--- config.mk ---
export PLATFORM = sky130hd
export DESIGN_NAME = fetch_sequencer
export DESIGN_NICKNAME = d
export VERILOG_FILES = /design/src/hw/rv_isa_pkg.sv /design/src/hw/fetch_pkg.sv /design/src/hw/fetch_sequencer.sv
export SDC_FILE = /design/constraint.sdc
export NUM_CORES = 1
export LEC_CHECK = 0
export ABC_AREA = 1
export BUFFER_PORTS_ARGS = -buffer_cell sky130_fd_sc_hd__buf_2
export CAP_MARGIN = 20
export CELL_PAD_IN_SITES_DETAIL_PLACEMENT = 0
export CELL_PAD_IN_SITES_GLOBAL_PLACEMENT = 2
export CORE_MARGIN = 1.5
export CORE_UTILIZATION = 27
export DETAILED_ROUTE_END_ITERATION = 10
export PLACE_DENSITY = 0.92
export SKIP_LAST_GASP = 1
export SLEW_MARGIN = 25
export SYNTH_ARGS = -nofsm -noshare
export SYNTH_HDL_FRONTEND = slang
export SYNTH_SLANG_ARGS = --single-unit
--- constraint.sdc ---
create_clock -name clk -period 4.5 [get_ports clk]
set_clock_uncertainty 0.2 [all_clocks]
set_input_delay 0.225 -clock clk [delete_from_list [all_inputs] [get_ports clk]]
set_output_delay 0.225 -clock clk [all_outputs]
set_load 0.005 [all_outputs]
--- src/hw/rv_isa_pkg.sv ---
`default_nettype none

// rv32i encodings needed by the fetch front end
package rv_isa_pkg;

    // instruction word width
    parameter int unsigned INST_W = 32;

    // byte address width
    parameter int unsigned ADDR_W = 32;

    // major opcode field, bits [6:0] of every word
    parameter int unsigned OPCODE_W = 7;

    // major opcodes seen by the predecoder
    typedef enum logic [OPCODE_W-1:0] {
        // register-immediate alu ops, addi and friends
        op_imm = 7'b0010011,
        // register-register alu ops
        op     = 7'b0110011,
        // loads
        load   = 7'b0000011,
        // stores
        store  = 7'b0100011,
        // conditional branches, b-type immediate
        branch = 7'b1100011,
        // jump and link, j-type immediate
        jal    = 7'b1101111,
        // indirect jump, target needs rs1
        jalr   = 7'b1100111,
        // upper immediate
        lui    = 7'b0110111,
        // pc-relative upper immediate
        auipc  = 7'b0010111
    } rv_opcode_t;

    // addi x0, x0, 0
    // canonical nop, used to fill slots that carry no instruction
    parameter logic [INST_W-1:0] NOP_INST = {
        12'h000,
        5'd0,
        3'b000,
        5'd0,
        7'b0010011
    };

endpackage

`default_nettype wire

--- src/hw/fetch_pkg.sv ---
`default_nettype none

// constants and types shared by the fetch modules
package fetch_pkg;

    // control-transfer class from predecode
    typedef enum logic [1:0] {
        // not a control transfer
        ctl_none   = 2'b00,
        // conditional branch, b-type
        ctl_branch = 2'b01,
        // direct jump, j-type
        ctl_jal    = 2'b10,
        // indirect jump, not predicted
        ctl_jalr   = 2'b11
    } ctl_class_t;

    // bytes per instruction slot
    // pc step from slot 0 to slot 1
    parameter int unsigned INST_BYTES = 4;

    // bytes per fetch packet
    // two slots, pc step for a packet with no predicted transfer
    parameter int unsigned PACKET_BYTES = 2 * INST_BYTES;

endpackage

`default_nettype wire

--- src/hw/fetch_sequencer.sv ---
`timescale 1ns/1ps
`default_nettype none

// pc register, next-pc selection and the registered fetch packet
// one packet per cycle, stall holds, redirect flushes
module fetch_sequencer #(
    parameter logic [rv_isa_pkg::ADDR_W-1:0] RESET_PC = '0
) (
    input  logic                           clk,
    input  logic                           reset,
    input  logic                           stall,
    input  logic                           redirect,
    input  logic [rv_isa_pkg::ADDR_W-1:0]  redirect_pc,
    input  logic [rv_isa_pkg::INST_W-1:0]  curr_inst,
    input  logic [rv_isa_pkg::INST_W-1:0]  next_inst,
    input  logic                           taken0,
    input  logic [rv_isa_pkg::ADDR_W-1:0]  target0,
    input  logic                           taken1,
    input  logic [rv_isa_pkg::ADDR_W-1:0]  target1,
    output logic [rv_isa_pkg::ADDR_W-1:0]  fetch_pc,
    output logic [rv_isa_pkg::ADDR_W-1:0]  slot1_pc,
    output logic                           packet_valid0,
    output logic                           packet_valid1,
    output logic [rv_isa_pkg::ADDR_W-1:0]  packet_pc,
    output logic [rv_isa_pkg::INST_W-1:0]  packet_inst0,
    output logic [rv_isa_pkg::INST_W-1:0]  packet_inst1,
    output logic                           packet_taken0,
    output logic                           packet_taken1
);

    import rv_isa_pkg::*;
    import fetch_pkg::*;

    localparam logic [ADDR_W-1:0] SLOT_STEP   = ADDR_W'(INST_BYTES);
    localparam logic [ADDR_W-1:0] PACKET_STEP = ADDR_W'(PACKET_BYTES);

    // pc of the packet being read from memory now
    logic [ADDR_W-1:0] pc_q;
    logic [ADDR_W-1:0] next_pc;

    // slot 1 is only fetched when slot 0 does not jump away
    logic slot1_ok;

    // advance the pipeline this edge
    logic advance;

    // packet register, control part
    logic valid0_q;
    logic valid1_q;

    // packet register, payload part
    logic [ADDR_W-1:0] pc_pkt_q;
    logic [INST_W-1:0] inst0_q;
    logic [INST_W-1:0] inst1_q;
    logic              taken0_q;
    logic              taken1_q;

    assign fetch_pc = pc_q;
    // slot 1 address, also feeds the second predecoder
    assign slot1_pc = pc_q + SLOT_STEP;

    assign slot1_ok = !taken0;
    assign advance  = !stall && !redirect;

    // next-pc rule
    // slot 0 prediction first, then slot 1, else a full packet step
    always_comb begin
        if (taken0) begin
            next_pc = target0;
        end else if (taken1) begin
            next_pc = target1;
        end else begin
            next_pc = pc_q + PACKET_STEP;
        end
    end

    // pc and valids
    // redirect wins over stall, and clears both valids to flush the packet
    always_ff @(posedge clk) begin
        if (reset) begin
            pc_q     <= RESET_PC;
            valid0_q <= 1'b0;
            valid1_q <= 1'b0;
        end else if (redirect) begin
            pc_q     <= redirect_pc;
            valid0_q <= 1'b0;
            valid1_q <= 1'b0;
        end else if (!stall) begin
            pc_q     <= next_pc;
            valid0_q <= 1'b1;
            valid1_q <= slot1_ok;
        end
    end

    // payload captured together with the valids
    // on stall everything holds, so nothing is lost or repeated
    always_ff @(posedge clk) begin
        if (advance) begin
            pc_pkt_q <= pc_q;
            inst0_q  <= curr_inst;
            inst1_q  <= next_inst;
            taken0_q <= taken0;
            taken1_q <= taken1;
        end
    end

    assign packet_valid0 = valid0_q;
    assign packet_valid1 = valid1_q;
    assign packet_pc     = pc_pkt_q;

    // invalid slots show a nop and no prediction
    assign packet_inst0  = valid0_q ? inst0_q : NOP_INST;
    assign packet_inst1  = valid1_q ? inst1_q : NOP_INST;
    assign packet_taken0 = valid0_q && taken0_q;
    assign packet_taken1 = valid1_q && taken1_q;

    // targets and redirects must keep the pc on a word boundary
    pc_aligned_check: assert property (
        @(posedge clk) disable iff (reset) pc_q[1:0] == 2'b00
    ) else $error("fetch_sequencer: pc %h not word aligned", pc_q);

    // slot 1 never valid alone
    slot_order_check: assert property (
        @(posedge clk) disable iff (reset) packet_valid1 |-> packet_valid0
    ) else $error("fetch_sequencer: slot 1 valid without slot 0");

    // a taken slot 0 leaves the packet, slot 1 is past the jump
    taken_cut_check: assert property (
        @(posedge clk) disable iff (reset) !(packet_valid1 && packet_taken0)
    ) else $error("fetch_sequencer: slot 1 valid behind a taken slot 0");

endmodule

`default_nettype wire

==> run summary <==
Status -> complete, no violations
CTS Buffer Depth -> 2
Crit path capture -> fetch_pc[29]$_SDFFE_PP0P_
Placed instance area -> 8630 µm²
Total grt overflow -> 0
Full die area -> 25600 µm²
Ports -> 330
Area share of and/or/nand/nor cells after synthesis -> 23.3%
Most frequent cells in the layout -> buf_2 (329), nand2_1 (228), dlygate4sd3_1 (117)
Inserted Clock Buffers -> 17
Max Slew Vio Count -> 0
Slew @ Worst Pin -> 0.849 ns
Worst min-delay path category -> input pin to register
Max-slew headroom -> 43.4%
Unique masters post-synth -> 34
Die H -> 160 µm
Leak -> 5.03 nW
Placer Congestion -> 0.818
Critical R2R Launch -> fetch_pc[3]$_SDFFE_PP0P_
Initial Utilization -> 27.4%
Yosys reg bits -> 132
P per Cell Area -> 317 nW/µm²
Post-DRT Antenna Nets -> 0
Port Buffers -> 329
Post-Syn Area per Cell -> 8.42 µm²
Area of the core -> 24200 µm²
# rows -> 57
Multi-input gate area -> 2470 µm²
Tmin final -> 3.21 ns
Worst-path fanout max -> 74
Antenna diodes -> 0
Non-Filler Cell Area, Final -> 10400 µm²
CTS tree -> done
Pre-CTS worst setup slack -> 1.79 ns
Max IR drop VDD -> 0.209 mV
Adder-Cell Fraction of Synth Area -> 0.377%
Layout area overhead -> 56.1%
WP data arrival -> 3.32 ns
Type of origin of the critical path -> input pin
Via/cell ratio -> 4.40
Cells after Synth -> 789
Mapped Nets -> 957
Clock Sinks -> 132
# nets final -> 1398
R2R Setup Slk -> 1.59 ns
Sequential Area -> 3630 µm²
Fillers -> 2465
# placed instances -> 1418
Crit end category -> register
Synth Area in Compound Gates -> 9.85%
Setup Crit Path Kind -> input pin to register
FF-to-FF End -> fetch_pc[17]$_SDFFE_PP0P_
First-pass GRT wire length -> 39.7 mm
Mean routed wirelength per cell -> 16.7 µm
Synth warn -> 0
Largest family of logic cells by synthesized area -> simple AND/OR/NAND/NOR gates
All-Layer GR Usage -> 20.4%
Hold Vio Cnt, Final -> 0
Hpwl dp -> 18.9 mm
Die width -> 160 µm
Post-route setup slack -> 1.29 ns
Post-CTS resize count -> 0
DRC -> 0
Sequential area share after synthesis -> 54.5%
Fmax achieved -> 311 MHz
Initial antenna violation count -> 0
Max cap viols -> 0
CTS HTree Levels -> 4
Commonest non-fill, non-tap cell in the layout -> buf_2
Clock transition at path regs -> 0.06 ns
CP Data Required Time -> 4.61 ns
Share of cells above drive strength 1 -> 32.3%
Crit. Startpoint -> stall
Vias in the first global route -> 6871
Fin crit share -> 71.4%
Xor and xnor area share after synthesis -> 3.56%
WL final -> 26.2 mm
Post-Syn Area -> 6650 µm²
Worst R2R Path Depth -> 11
Mux cell area share after synthesis -> 0%
Non-filler cells, final -> 1567
Setup TNS -> 0 ns
Vias post-DR -> 6890
Pin count of the biggest net entering global routing -> 75
Starting DRT DRC Count -> 349
Finish-stage setup viols -> 0
Insertion delay to the later sink of the worst-skew pair -> 0.42 ns
RSZ-0062 raised after global routing -> no
Drt pass-1 iters -> 5
Clock root buffer -> clkbuf_16
[cell families after synthesis]
kind of cell,count (synthesis)
and+or+nand+nor,374
buffers and inverters,143
DFF,132
AOI/OAI and AO/OA,111
xor gates and xnor gates,27
adders and majority gates,2
[synth_stat cells (all sizes together)]
master | number | area, µm²
nand2 | 231 | 875
or2 | 5 | 31.3
dfxtp | 34 | 681
ha | 2 | 25.0
xor2 | 24 | 210
a31oi | 9 | 56.3
o221a | 5 | 56.3
nor3 | 5 | 45.0
o21a | 1 | 7.51
clkinv | 2 | 7.51
a211oi | 1 | 7.51
inv | 111 | 417
a22o | 6 | 52.6
edfxtp | 98 | 2940
xnor2 | 3 | 26.3
o221ai | 3 | 26.3
o21ai | 44 | 220
a21oi | 36 | 180
o211ai | 4 | 30.0
clkbuf | 17 | 63.8
a41oi | 2 | 17.5
nand4 | 3 | 18.8
nand3 | 36 | 190
nor2 | 94 | 390
buf | 13 | 68.8
[flip-flops by register name (all words and copies together) (netlist names)]
name / cells
inst0_q: 32
inst1_q: 32
packet_valid0: 1
taken1_q: 1
packet_pc: 32
fetch_pc: 32
packet_valid1: 1
taken0_q: 1
[how the worst min path moves through the flow]
stage	endpoint	slack (ns)	cells after the start	from
floorplan	fetch_pc[3]$_SDFFE_PP0P_	0.09	1	reset
global placement	inst0_q[4]$_DFFE_PP_	0.20	1	curr_inst[4]
detailed placement	inst1_q[25]$_DFFE_PP_	0.20	1	next_inst[25]
CTS	fetch_pc[23]$_SDFFE_PP0P_	0.004	4	target1[23]
global route	fetch_pc[14]$_SDFFE_PP0P_	0.04	5	target0[14]
finish	fetch_pc[14]$_SDFFE_PP0P_	0.007	5	target0[14]
[power breakdown]
part	leakage [nW]	internal [mW]	switching, mW
Combinational	3.54	0.237	0.226
Clock	0.274	0.731	0.629
Sequential	1.21	1.39	0.0735
[stage by stage]
| stage | utilization [%] | power [mW] | hold slack (ns) |
|---|---|---|---|
| after CTS | 42.8 | 3.33 | 0.00362 |
| after global routing | 42.8 | 3.44 | 0.0350 |
| final | 42.8 | 3.29 | 0.00729 |
| after global placement | 35.6 | 1.87 | 0.201 |
| after detailed placement | 35.6 | 1.87 | 0.203 |
| after floorplan | - | 1.64 | 0.0944 |
[worst max-delay path: stages]
cell	delay (ns)
dlygate4sd3_1	0.53
buf_2	0.15
nor2_4	0.56
buf_12	0.37
nand2_1	0.08
o21ai_0	0.08
dlygate4sd3_1	0.58
a21oi_1	0.06
dlygate4sd3_1	0.55
[final cells by class]
class | instances | share of cell area (%)
flip-flops and latches | 132 | 35.0
clock inverters | 15 | 1.40
well taps | 324 | 3.91
clock buffers | 17 | 4.10
inverters | 113 | 4.09
multi-input cells | 514 | 23.8
repair buffers | 452 | 27.7
[routing by layer]
layer  share of wire [%]  track usage [%]  wire, µm  vias up
met3                 6.0             4.55      1580       19
met1                  41             24.5     10900     3167
met5                   0                0         0        -
met2                  51             36.9     13400      269
li1                    -                -         -     3435
met4                 1.4             4.63       361        0
[repair_timing]
action                                 in CTS  in global routing
hold buffers                              117                  0
endpoints found under the hold margin      97                  0
buffers inserted                            0                  0
(Power assumes the default switching activity.)
