File: config.mk
export PLATFORM = sky130hd
export DESIGN_NAME = predecoder
export DESIGN_NICKNAME = d
export VERILOG_FILES = /design/src/hw/rv_isa_pkg.sv /design/src/hw/fetch_pkg.sv /design/src/hw/predecoder.sv
export SDC_FILE = /design/constraint.sdc
export NUM_CORES = 1
export LEC_CHECK = 0
export BUFFER_PORTS_ARGS = -buffer_cell sky130_fd_sc_hd__buf_2
export CAP_MARGIN = 20
export CORE_UTILIZATION = 48
export DETAILED_ROUTE_END_ITERATION = 16
export PLACE_DENSITY = 0.81
export REMOVE_ABC_BUFFERS = 1
export SLEW_MARGIN = 0
export SYNTH_ARGS = -nofsm -noshare
export SYNTH_HDL_FRONTEND = slang
export SYNTH_SLANG_ARGS = --single-unit
File: constraint.sdc
create_clock -name vclk -period 4.3
set_input_delay 0.645 -clock vclk [all_inputs]
set_output_delay 0.645 -clock vclk [all_outputs]
set_load 0.05 [all_outputs]
File: src/hw/rv_isa_pkg.sv
`default_nettype none

// rv32i encodings needed by the fetch front end
package rv_isa_pkg;

    // instruction word width
    parameter int unsigned INST_W = 32;

    // byte address width
    parameter int unsigned ADDR_W = 32;

    // major opcode field, bits [6:0] of every word
    parameter int unsigned OPCODE_W = 7;

    // major opcodes seen by the predecoder
    typedef enum logic [OPCODE_W-1:0] {
        // register-immediate alu ops, addi and friends
        op_imm = 7'b0010011,
        // register-register alu ops
        op     = 7'b0110011,
        // loads
        load   = 7'b0000011,
        // stores
        store  = 7'b0100011,
        // conditional branches, b-type immediate
        branch = 7'b1100011,
        // jump and link, j-type immediate
        jal    = 7'b1101111,
        // indirect jump, target needs rs1
        jalr   = 7'b1100111,
        // upper immediate
        lui    = 7'b0110111,
        // pc-relative upper immediate
        auipc  = 7'b0010111
    } rv_opcode_t;

    // addi x0, x0, 0
    // canonical nop, used to fill slots that carry no instruction
    parameter logic [INST_W-1:0] NOP_INST = {
        12'h000,
        5'd0,
        3'b000,
        5'd0,
        7'b0010011
    };

endpackage

`default_nettype wire

File: src/hw/fetch_pkg.sv
`default_nettype none

// constants and types shared by the fetch modules
package fetch_pkg;

    // control-transfer class from predecode
    typedef enum logic [1:0] {
        // not a control transfer
        ctl_none   = 2'b00,
        // conditional branch, b-type
        ctl_branch = 2'b01,
        // direct jump, j-type
        ctl_jal    = 2'b10,
        // indirect jump, not predicted
        ctl_jalr   = 2'b11
    } ctl_class_t;

    // bytes per instruction slot
    // pc step from slot 0 to slot 1
    parameter int unsigned INST_BYTES = 4;

    // bytes per fetch packet
    // two slots, pc step for a packet with no predicted transfer
    parameter int unsigned PACKET_BYTES = 2 * INST_BYTES;

endpackage

`default_nettype wire

File: src/hw/predecoder.sv
`timescale 1ns/1ps
`default_nettype none

// predecode of one fetched word
// control class, target address and static taken prediction
module predecoder (
    input  logic [rv_isa_pkg::INST_W-1:0]  inst,
    input  logic [rv_isa_pkg::ADDR_W-1:0]  inst_pc,
    output fetch_pkg::ctl_class_t          ctl_class,
    output logic [rv_isa_pkg::ADDR_W-1:0]  target,
    output logic                           predict_taken
);

    import rv_isa_pkg::*;
    import fetch_pkg::*;

    // fall-through step
    localparam logic [ADDR_W-1:0] SLOT_STEP = ADDR_W'(INST_BYTES);

    // major opcode of this word
    rv_opcode_t opcode;

    // sign-extended immediates, bit 0 always zero
    logic [ADDR_W-1:0] imm_b;
    logic [ADDR_W-1:0] imm_j;

    // pc-relative targets
    logic [ADDR_W-1:0] branch_target;
    logic [ADDR_W-1:0] jal_target;
    logic [ADDR_W-1:0] seq_target;

    assign opcode = rv_opcode_t'(inst[OPCODE_W-1:0]);

    // b-type: imm[12|10:5] in 31:25, imm[4:1|11] in 11:7
    assign imm_b = {
        {(ADDR_W - 12){inst[31]}},
        inst[7],
        inst[30:25],
        inst[11:8],
        1'b0
    };

    // j-type: imm[20|10:1|11|19:12] in 31:12
    assign imm_j = {
        {(ADDR_W - 20){inst[31]}},
        inst[19:12],
        inst[20],
        inst[30:21],
        1'b0
    };

    assign branch_target = inst_pc + imm_b;
    assign jal_target    = inst_pc + imm_j;
    assign seq_target    = inst_pc + SLOT_STEP;

    always_comb begin
        // default is a plain sequential word
        ctl_class     = ctl_none;
        target        = seq_target;
        predict_taken = 1'b0;
        case (opcode)
            branch: begin
                ctl_class = ctl_branch;
                target    = branch_target;
                // backward taken, forward not taken
                // inst[31] is the sign of the b-type offset
                predict_taken = inst[31];
            end
            jal: begin
                ctl_class     = ctl_jal;
                target        = jal_target;
                predict_taken = 1'b1;
            end
            jalr: begin
                // rs1 not known here, so no target
                // left as the fall-through address and never predicted
                ctl_class = ctl_jalr;
            end
            default: begin
                // alu, memory, upper immediate or unknown, all sequential
                ctl_class = ctl_none;
            end
        endcase
    end

endmodule

`default_nettype wire

==> results of run 1 <==
## layout make-up
class / instances / area, um2 / share of cell area
Multi-Input combinational cell: 367 / 3100 / 0.682
Timing Repair Buffer: 176 / 1280 / 0.283
Tap cell: 70 / 87.6 / 0.0193
Inverter: 19 / 71.3 / 0.0157
## Yosys cell counts, drive strengths merged (2+ instances only)
library cell,number,area share
nand2,51,0.073
o21ai,44,0.085
a21oi,37,0.070
ha,34,0.16
xnor2,31,0.10
nor2,30,0.044
xor2,22,0.073
inv,19,0.027
nand3,15,0.029
and3,11,0.026
nor3,11,0.023
clkbuf,10,0.014
a21o,8,0.024
nand4,8,0.021
o21bai,7,0.020
mux2,6,0.026
a211oi,5,0.021
and2,5,0.012
o21a,4,0.011
a2111oi,3,0.010
and4,3,0.010
o31ai,3,0.010
o41ai,3,0.020
a31oi,2,0.0047
buf,2,0.0057
mux2i,2,0.0076
nor2b,2,0.0047
nor3b,2,0.0057
or3,2,0.0047
## stage by stage
| stage | cell area (um2) | cells |
|---|---|---|
| after detailed placement | 3560 | 603 |
| after global routing | 4540 | 632 |
| final | 4540 | 632 |
| after CTS | 4030 | 619 |
| after global placement | 3560 | 603 |
| after floorplan | 2580 | 386 |
## metal layers
metal  vias up  GRT usage  wire length, um
li1       1777          -                -
met1      1929      0.356             4650
met2       442      0.606             6290
met3       180     0.0311             1400
met4         0      0.144             1410
met5         -          0                0
## timing repair
action	4_1_cts	5_1_grt
pin swaps	38	52
setup buffers	16	14
hold endpoints to repair	0	0
gates cloned	0	1
resized for setup	83	93
endpoints found under the setup margin	23	23
## power by group
part           switching (mW)  internal [mW]
Sequential                  0              0
Combinational           0.411          0.301
Clock                       0              0
## worst paths after layout
check                      start    endpoint  slack (ns)  cells past startpoint
worst max-delay path     inst[0]  target[23]       -0.54                     19
worst min-delay path  inst_pc[0]   target[0]        1.29                      0
## cell families after synthesis
logic type                 Yosys count
and+or+nand+nor                    146
AOI/OAI and AO/OA                  125
muxes                                8
adders and majority gates           35
xor gates and xnor gates            53
buffers and inverters               31
## placed cells by master (no fill, tap or decap), types with 4 or more instances in the layout
cell type,Yosys,routed
sky130_fd_sc_hd__ha_4,0,9
sky130_fd_sc_hd__o21ai_4,0,4
sky130_fd_sc_hd__o21ai_1,9,11
sky130_fd_sc_hd__buf_4,2,77
sky130_fd_sc_hd__nand4_1,7,7
sky130_fd_sc_hd__nand2_1,51,44
sky130_fd_sc_hd__o21bai_1,7,7
sky130_fd_sc_hd__a21oi_2,0,6
sky130_fd_sc_hd__ha_1,34,24
sky130_fd_sc_hd__nor3_1,10,4
sky130_fd_sc_hd__and3_1,11,10
sky130_fd_sc_hd__o21ai_0,34,17
sky130_fd_sc_hd__a21o_1,6,6
sky130_fd_sc_hd__xor2_1,22,21
sky130_fd_sc_hd__buf_6,0,21
sky130_fd_sc_hd__buf_2,0,71
sky130_fd_sc_hd__o21ai_2,1,12
sky130_fd_sc_hd__xnor2_1,31,31
sky130_fd_sc_hd__inv_1,19,19
sky130_fd_sc_hd__a211oi_2,1,4
sky130_fd_sc_hd__nor2_1,29,27
sky130_fd_sc_hd__nor3_2,1,5
sky130_fd_sc_hd__nand3_1,15,14
sky130_fd_sc_hd__a21oi_1,37,28
==> flow_summary.toml, run 1 <==
[timing]
finalWorstSetupSlack_ns = -0.535
timing.max_slew.rel_slack = 0.681
timing_worst_slew_pin_value_ns = 0.478
post-route-period-util = 1.12
fin_setup_tns_ns = -5.47
timing.final.max_slew_violations = 0
grt_setup_unrepaired = "true"
period_needed_ns = 4.84
count_of_endpoints_failing_setup_in_the_final_report = 21
maxClockFrequency_ghz = 0.207
hold_ws_ns = 1.29
hold_viol_final = 0

[flow_run]
timing.max_cap.violations = 0

[place]
dpl_worst_slack_ns = -0.527
place.gp.congestion = 0.887
io_buffers = 97
dp_hpwl_um = 6670

[detailed_routing]
detail_route.first_pass.iterations = 6
route.vias.total = 4328
drt_iter0_markers = 546
drtAntennaViolNets = 0
post-route-drc-count = 0
routed_length_per_placed_instance_um = 21.8
route.detailed.vias_per_inst = 6.85
finalWirelength_um = 13700

[yosys]
synth.yosys.seq_area_share = 0
synth_adder_area_share = 0.169
synth_cell_types = 57
synth_area_in_simple_gates = 0.268
syn_area_cell_um2 = 6.62
postSynthCellCount = 398
synth_warnings = 0
synth_area_um2 = 2630
yosys-mux-area-fraction = 0.0333
area_fraction_in_compound_gates_after_synthesis = 0.306
synth_top_family_by_area = "compound AO/OA/AOI/OAI gates"
synthXorXnorAreaFrac = 0.176

[die]
floorplan.die_area_um2 = 5790
fp.dieW_um = 76.1
floorplan.die.height_um = 76.1
floorplan.initialDensity = 0.506
floorplan.core_area_um2 = 5200
rows = 26
io-pin-count = 99

[worst_setup_path]
critical_path.slowest_cell = "sky130_fd_sc_hd__fa_2"
worst_setup_path_end_kind = "primary output"
cp.buffers_inverters = 4
worstPathRequired_ns = 3.65
path_delay_family = "compound AO/OA/AOI/OAI gates"
worstPathArrival_ns = 4.19
criticalPathCategory = "primary input to primary output"
cp-start-kind = "primary input"
crit_path_max_fanout = 2
critical_path.cell_chain = "buf_6, nand3_4, nor3b_4, and2_4, nand2_4, mux2_4, ha_4, fa_2, a211oi_2, o21ai_2, a211oi_4, buf_4, buf_6, o21ai_4, a311oi_2, o21ai_2, xnor2_1, mux2i_1, buf_4"
worst_path_largest_cell_delay_ns = 0.36

[layout]
layout-drive-gt1-share = 0.475
layout.filler_cells = 267
flops_and_latches = 0
antennaDiodeCount = 0
clockBufferCount = 0
area_growth_pct = 72.4
layout.area.seq_um2 = 0
num-nets-final = 663
utilization = 0.872

[pwr]
total_power_mw = 0.712
ir_drop_uv = 86.0
power_leakage_nw = 2.12
power.density_cell_area_nw_per_um2 = 157

[run_status]
result_of_the_run = "finished with violations"
violations = "setup timing"

[global_routing]
via_count_of_the_first_global_routing_pass = 3596
grt_overflow = 0
grt_pass1_wl_um = 15700
globalRouteTotalUtil = 0.319
largest_net_degree_at_the_start_of_global_routing = 34
grt_antenna_before_repair = 0

[min_path]
min-delay-path-class = "primary input to primary output"

[clock_tree]
cts_hold_buffers = 0
Power figures use the tool's default switching activity.
==> run 2: changes to the inputs <==
--- a/config.mk
+++ b/config.mk
@@ -5,9 +5,10 @@
 export SDC_FILE = /design/constraint.sdc
 export NUM_CORES = 1
 export LEC_CHECK = 0
+export ABC_AREA = 1
 export BUFFER_PORTS_ARGS = -buffer_cell sky130_fd_sc_hd__buf_2
 export CAP_MARGIN = 20
-export CORE_UTILIZATION = 48
+export CORE_UTILIZATION = 51
 export DETAILED_ROUTE_END_ITERATION = 16
 export PLACE_DENSITY = 0.81
 export REMOVE_ABC_BUFFERS = 1
==> run 2 against run 1 <==
  * The flow now finishes without violations
  * Design area down 7.1%
  * Cell count up 46%
  * Maximum frequency up 22%
  * Flip-flop and latch count unchanged
  * First-iteration DRC count down 16%
  * Sequential share of layout area unchanged
  * Setup slack better by 0.88 ns
  * Area after synthesis up 37%
  * Via count up 14%
  * Die area up 28%
  * Hold slack unchanged
  * Synthesized cell count up 85%
==> flow_summary.toml, run 2 <==
[min_path]
min-delay-path-class = "primary input to primary output"

[yosys]
post_synth_main_area_contributors = "sky130_fd_sc_hd__nand2_1, sky130_fd_sc_hd__inv_1, sky130_fd_sc_hd__ha_1, sky130_fd_sc_hd__nand3_1, sky130_fd_sc_hd__nor2_1"
synth_area_in_simple_gates = 0.567
synth_top_cells_by_count = "sky130_fd_sc_hd__nand2_1, sky130_fd_sc_hd__inv_1, sky130_fd_sc_hd__nor2_1"
synth_adder_area_share = 0.123
syn_area_cell_um2 = 4.92
synth_top_family_by_area = "simple AND/OR/NAND/NOR gates"
area_fraction_in_compound_gates_after_synthesis = 0.0976
synth_most_common_cell = "sky130_fd_sc_hd__nand2_1"
synthXorXnorAreaFrac = 0.0606
synth_top_cell_by_area = "sky130_fd_sc_hd__nand2_1"
yosys-mux-area-fraction = 0
synth.yosys.seq_area_share = 0
synth_warnings = 0
synth_area_um2 = 3620
synth_cell_types = 41
postSynthCellCount = 735
netlist.area_leader.share = 0.308

[global_routing]
via_count_of_the_first_global_routing_pass = 4320
grt_busiest_layer = "met2"
grt_pass1_wl_um = 19800
globalRouteTotalUtil = 0.330
largest_net_degree_at_the_start_of_global_routing = 32
grt_overflow = 0
met2_usage_in_global_routing = 0.552
grt_antenna_before_repair = 0
global_route.usage.met3 = 0.0114
use_met1 = 0.480

[detailed_routing]
post-route-drc-count = 0
drtAntennaViolNets = 0
route.vias.total = 4939
drt_iter0_markers = 457
finalWirelength_um = 12300
route.detailed.vias_per_inst = 5.35
routed_length_per_placed_instance_um = 13.4
detail_route.first_pass.iterations = 5

[timing]
post-route-period-util = 0.919
maxClockFrequency_ghz = 0.253
timing.final.max_slew_violations = 0
fin_setup_tns_ns = 0
finalWorstSetupSlack_ns = 0.347
count_of_endpoints_failing_setup_in_the_final_report = 0
hold_ws_ns = 1.29
grt_setup_unrepaired = "false"
period_needed_ns = 3.95
hold_viol_final = 0
timing_worst_slew_pin_value_ns = 0.673
timing.max_slew.rel_slack = 0.548

[run_status]
result_of_the_run = "completed"

[worst_setup_path]
worstPathRequired_ns = 3.65
criticalPathCategory = "primary input to primary output"
cp-start-kind = "primary input"
worst_setup_path_end_kind = "primary output"
crit_path_max_fanout = 8
worstPathArrival_ns = 3.31

[place]
dpl_worst_slack_ns = 0.341
dpl-instance-area_um2 = 4210
place.gp.congestion = 0.980
io_buffers = 97
dp_hpwl_um = 10600

[pwr]
internal_mw = 0.163
power.combinational.fraction = 1.000
flop_pwr_share = 0
ir_drop_uv = 55.9
power_leakage_nw = 2.66
power.density_cell_area_nw_per_um2 = 123
p_clk_frac = 0
p_switching_mw = 0.354
switching_part_of_the_total = 0.684

[die]
floorplan.die.height_um = 86.2
floorplan.initialDensity = 0.529
io-pin-count = 99
floorplan.core_area_um2 = 6830
fp.dieW_um = 86.2
floorplan.die_area_um2 = 7430
rows = 30

[layout]
antennaDiodeCount = 0
layout.filler_cells = 736
stdcell_area_um2 = 4220
utilization = 0.617
num-nets-final = 929
layout_commonest_cell = "sky130_fd_sc_hd__nand2_1"
flops_and_latches = 0
mostFrequentLayoutCells = "sky130_fd_sc_hd__nand2_1, sky130_fd_sc_hd__inv_1, sky130_fd_sc_hd__buf_2, sky130_fd_sc_hd__nor2_1, sky130_fd_sc_hd__nand3_1"
clockBufferCount = 0
layout-drive-gt1-share = 0.153
area_growth_pct = 16.6
layout.area.seq_um2 = 0

[clock_tree]
cts_hold_buffers = 0

[flow_run]
timing.max_cap.violations = 0
run 2: logic make-up (layout without fill, tap and decap cells):
family                   after synthesis  after routing
AO/OA/AOI/OAI                         64             64
adder cells (fa/ha/maj)               35             35
buffers and inverters                139            232
XOR/XNOR                              25             25
AND/OR/NAND/NOR                      472            472
run 2: metrics by stage:
stage	power [mW]	cells
2_1_floorplan	0.357	727
3_5_place_dp	0.502	924
3_3_place_gp	0.492	924
4_1_cts	0.504	924
6_report	0.517	924
5_1_grt	0.569	924
run 2: path summary, 6_finish.rpt:
| check | cells past startpoint | from | end | slack, ns |
|---|---|---|---|---|
| worst max-delay path | 19 | inst[6] | target[14] | 0.35 |
| worst min-delay path | 0 | inst_pc[0] | target[0] | 1.29 |
run 2: final cells by class:
| cell class | count | area, um2 | share of cell area |
|---|---|---|---|
| multi-input cells | 596 | 3070 | 0.729 |
| repair buffers | 101 | 518 | 0.123 |
| inverters | 131 | 505 | 0.120 |
| well taps | 96 | 120 | 0.0285 |
run 2: worst max-delay path: stages:
cell                      delay (ns)
sky130_fd_sc_hd__buf_2          0.07
sky130_fd_sc_hd__nand2_1        0.06
sky130_fd_sc_hd__nor2_1         0.19
sky130_fd_sc_hd__nand3_2        0.17
sky130_fd_sc_hd__inv_1          0.20
sky130_fd_sc_hd__nor2_1         0.08
sky130_fd_sc_hd__inv_1          0.15
sky130_fd_sc_hd__o21ai_0        0.11
sky130_fd_sc_hd__inv_1          0.07
sky130_fd_sc_hd__ha_1           0.27
sky130_fd_sc_hd__nand2_1        0.13
sky130_fd_sc_hd__inv_1          0.06
sky130_fd_sc_hd__nand2_1        0.08
sky130_fd_sc_hd__inv_1          0.08
sky130_fd_sc_hd__a21oi_1        0.14
sky130_fd_sc_hd__nand2_1        0.16
sky130_fd_sc_hd__xnor2_1        0.19
sky130_fd_sc_hd__o21ai_1        0.16
sky130_fd_sc_hd__buf_2          0.29
run 2: per-layer routing:
metal  vias up  wire (um)
li1       2482          -
met1      2171       5640
met2       260       5340
met3        26       1170
met4         0        201
met5         -          0
run 2: power by group through the flow:
stage | Clock, mW | Combinational (mW) | Sequential [mW]
after global placement | 0 | 0.492 | 0
after detailed placement | 0 | 0.502 | 0
after CTS | 0 | 0.504 | 0
after global routing | 0 | 0.569 | 0
final | 0 | 0.517 | 0
after floorplan | 0 | 0.357 | 0
run 2: what timing repair did:
action / in CTS / in global routing
setup buffers: 0 / 0
endpoints found under the hold margin: 0 / 0
resized for setup: 0 / 2
endpoints found under the setup margin: 0 / 8
==> run 3: changes to the inputs <==
--- a/config.mk
+++ b/config.mk
@@ -8,9 +8,10 @@
 export ABC_AREA = 1
 export BUFFER_PORTS_ARGS = -buffer_cell sky130_fd_sc_hd__buf_2
 export CAP_MARGIN = 20
-export CORE_UTILIZATION = 51
+export CORE_UTILIZATION = 40
 export DETAILED_ROUTE_END_ITERATION = 16
-export PLACE_DENSITY = 0.81
+export PLACE_DENSITY = 0.66
+export RECOVER_POWER = 100
 export REMOVE_ABC_BUFFERS = 1
 export SLEW_MARGIN = 0
 export SYNTH_ARGS = -nofsm -noshare
==> run 3 against run 2 <==
  * Flip-flop and latch count is the same
  * Critical path depth rose by 1
  * Core utilization decreased by 14 points
  * Total power down 1.4%
  * Design area fell by 0.33%
  * Setup slack worse by 0.060 ns
  * Global-route usage fell by 7.8 points
  * Via count shrank 5.4%
  * Highest routed layer unchanged
  * Sequential share of layout area unchanged
  * Largest power group unchanged
  * Count of clock-buffer cells in the layout is the same
  * Cell count rose by 1.1%
  * Non-clock buffer count down 2
==> flow_summary.toml, run 3 (synthesis results as in run 2) <==
[worst_setup_path]
worst_setup_path_end_kind = "primary output"
cp-start-kind = "primary input"
worstPathArrival_ns = 3.37
crit_path_max_fanout = 8
criticalPathCategory = "primary input to primary output"
worstPathRequired_ns = 3.65

[layout]
antennaDiodeCount = 0
layout-drive-gt1-share = 0.138
stdcell_area_um2 = 4200
mostFrequentLayoutCells = "sky130_fd_sc_hd__nand2_1, sky130_fd_sc_hd__inv_1, sky130_fd_sc_hd__buf_2, sky130_fd_sc_hd__nor2_1, sky130_fd_sc_hd__nand3_1"
num-nets-final = 927
layout_commonest_cell = "sky130_fd_sc_hd__nand2_1"
area_growth_pct = 16.2
flops_and_latches = 0
layout.area.seq_um2 = 0
utilization = 0.482
clockBufferCount = 0
final-instance-count-excl-fill = 934

[detailed_routing]
finalWirelength_um = 12200
drtAntennaViolNets = 0
route.vias.total = 4671
drt_iter0_markers = 331
detail_route.first_pass.iterations = 5
routed_length_per_placed_instance_um = 13.1
route.detailed.vias_per_inst = 5.00
post-route-drc-count = 0

[timing]
timing.final.max_slew_violations = 0
grt_setup_unrepaired = "false"
fin_setup_tns_ns = 0
period_needed_ns = 4.01
hold_ws_ns = 1.29
post-route-period-util = 0.933
maxClockFrequency_ghz = 0.249
count_of_endpoints_failing_setup_in_the_final_report = 0
hold_viol_final = 0
timing.max_slew.rel_slack = 0.258
timing_worst_slew_pin_value_ns = 1.11
finalWorstSetupSlack_ns = 0.286

[global_routing]
globalRouteTotalUtil = 0.252
grt_pass1_wl_um = 19600
largest_net_degree_at_the_start_of_global_routing = 33
grt_antenna_before_repair = 0
via_count_of_the_first_global_routing_pass = 4098
grt_overflow = 0

[die]
floorplan.die.height_um = 97.1
floorplan.core_area_um2 = 8720
io-pin-count = 99
floorplan.initialDensity = 0.415
fp.dieW_um = 97.1
rows = 34
floorplan.die_area_um2 = 9420

[place]
place_inst = 934
dp_hpwl_um = 10400
place.gp.congestion = 0.999
dpl-instance-area_um2 = 4210
io_buffers = 97
dpl_worst_slack_ns = 0.229

[pwr]
ir_drop_uv = 52.7
p_clk_frac = 0
p_switching_mw = 0.349
power.combinational.fraction = 1.000
power_leakage_nw = 2.61
flop_pwr_share = 0
switching_part_of_the_total = 0.686
total_power_mw = 0.509
power.density_cell_area_nw_per_um2 = 121
internal_mw = 0.160

[flow_run]
timing.max_cap.violations = 0

[clock_tree]
cts_hold_buffers = 0

[min_path]
min-delay-path-class = "primary input to primary output"

[run_status]
result_of_the_run = "completed"
-- run 3: changes by cell type in the layout (fill, tap and decap cells not counted), moves of 2 or more --
| cell | previous run | this run |
|---|---|---|
| sky130_fd_sc_hd__clkbuf_1 | 0 | 13 |
| sky130_fd_sc_hd__clkbuf_2 | 0 | 18 |
| sky130_fd_sc_hd__buf_4 | 4 | 2 |
| sky130_fd_sc_hd__nor2_2 | 2 | 4 |
| sky130_fd_sc_hd__buf_2 | 96 | 66 |
| sky130_fd_sc_hd__nor2_1 | 64 | 62 |
-- run 3: repair_timing --
item,CTS,global route
endpoints found under the hold margin,0,0
endpoints found under the setup margin,0,15
resized for setup,0,4
buffers inserted,0,0
-- run 3: final timing paths --
path,startpoint,to,cells after the start
worst max-delay path,inst[6],target[21],20
worst min-delay path,inst_pc[0],target[0],0
-- run 3: power groups by stage --
stage | combinational, mW | clock (mW) | sequential [mW]
2_1_floorplan | 0.357 | 0 | 0
4_1_cts | 0.503 | 0 | 0
3_5_place_dp | 0.501 | 0 | 0
5_1_grt | 0.564 | 0 | 0
3_3_place_gp | 0.502 | 0 | 0
6_report | 0.509 | 0 | 0
-- run 3: metal layers --
layer / routed length [um] / GRT usage / vias up
met3: 722 / 0.00360 / 12
met1: 6030 / 0.373 / 2017
li1: - / - / 2482
met5: 0 / 0 / -
met4: 163 / 0.0356 / 0
met2: 5300 / 0.416 / 160
-- run 3: final cells by class --
| cell class | instances | area [um2] |
|---|---|---|
| Fill cell | 1017 | 4520 |
| Tap cell | 108 | 135 |
| Inverter | 131 | 505 |
| Multi-Input combinational cell | 596 | 3080 |
| Timing Repair Buffer | 99 | 484 |
-- run 3: critical path: stages --
cell                       delay [ns]
sky130_fd_sc_hd__buf_2           0.07
sky130_fd_sc_hd__nand2_1         0.05
sky130_fd_sc_hd__nor2_1          0.19
sky130_fd_sc_hd__nand3_2         0.19
sky130_fd_sc_hd__inv_2           0.15
sky130_fd_sc_hd__nor2_1          0.08
sky130_fd_sc_hd__inv_1           0.20
sky130_fd_sc_hd__o21ai_0         0.13
sky130_fd_sc_hd__inv_1           0.07
sky130_fd_sc_hd__ha_1            0.29
sky130_fd_sc_hd__nand2_1         0.16
sky130_fd_sc_hd__inv_1           0.05
sky130_fd_sc_hd__a21oi_1         0.20
sky130_fd_sc_hd__nand3_1         0.20
sky130_fd_sc_hd__nand3_1         0.15
sky130_fd_sc_hd__nand2_1         0.06
sky130_fd_sc_hd__nand2_1         0.05
sky130_fd_sc_hd__nand3_1         0.06
sky130_fd_sc_hd__nand2_1         0.10
sky130_fd_sc_hd__clkbuf_2        0.28
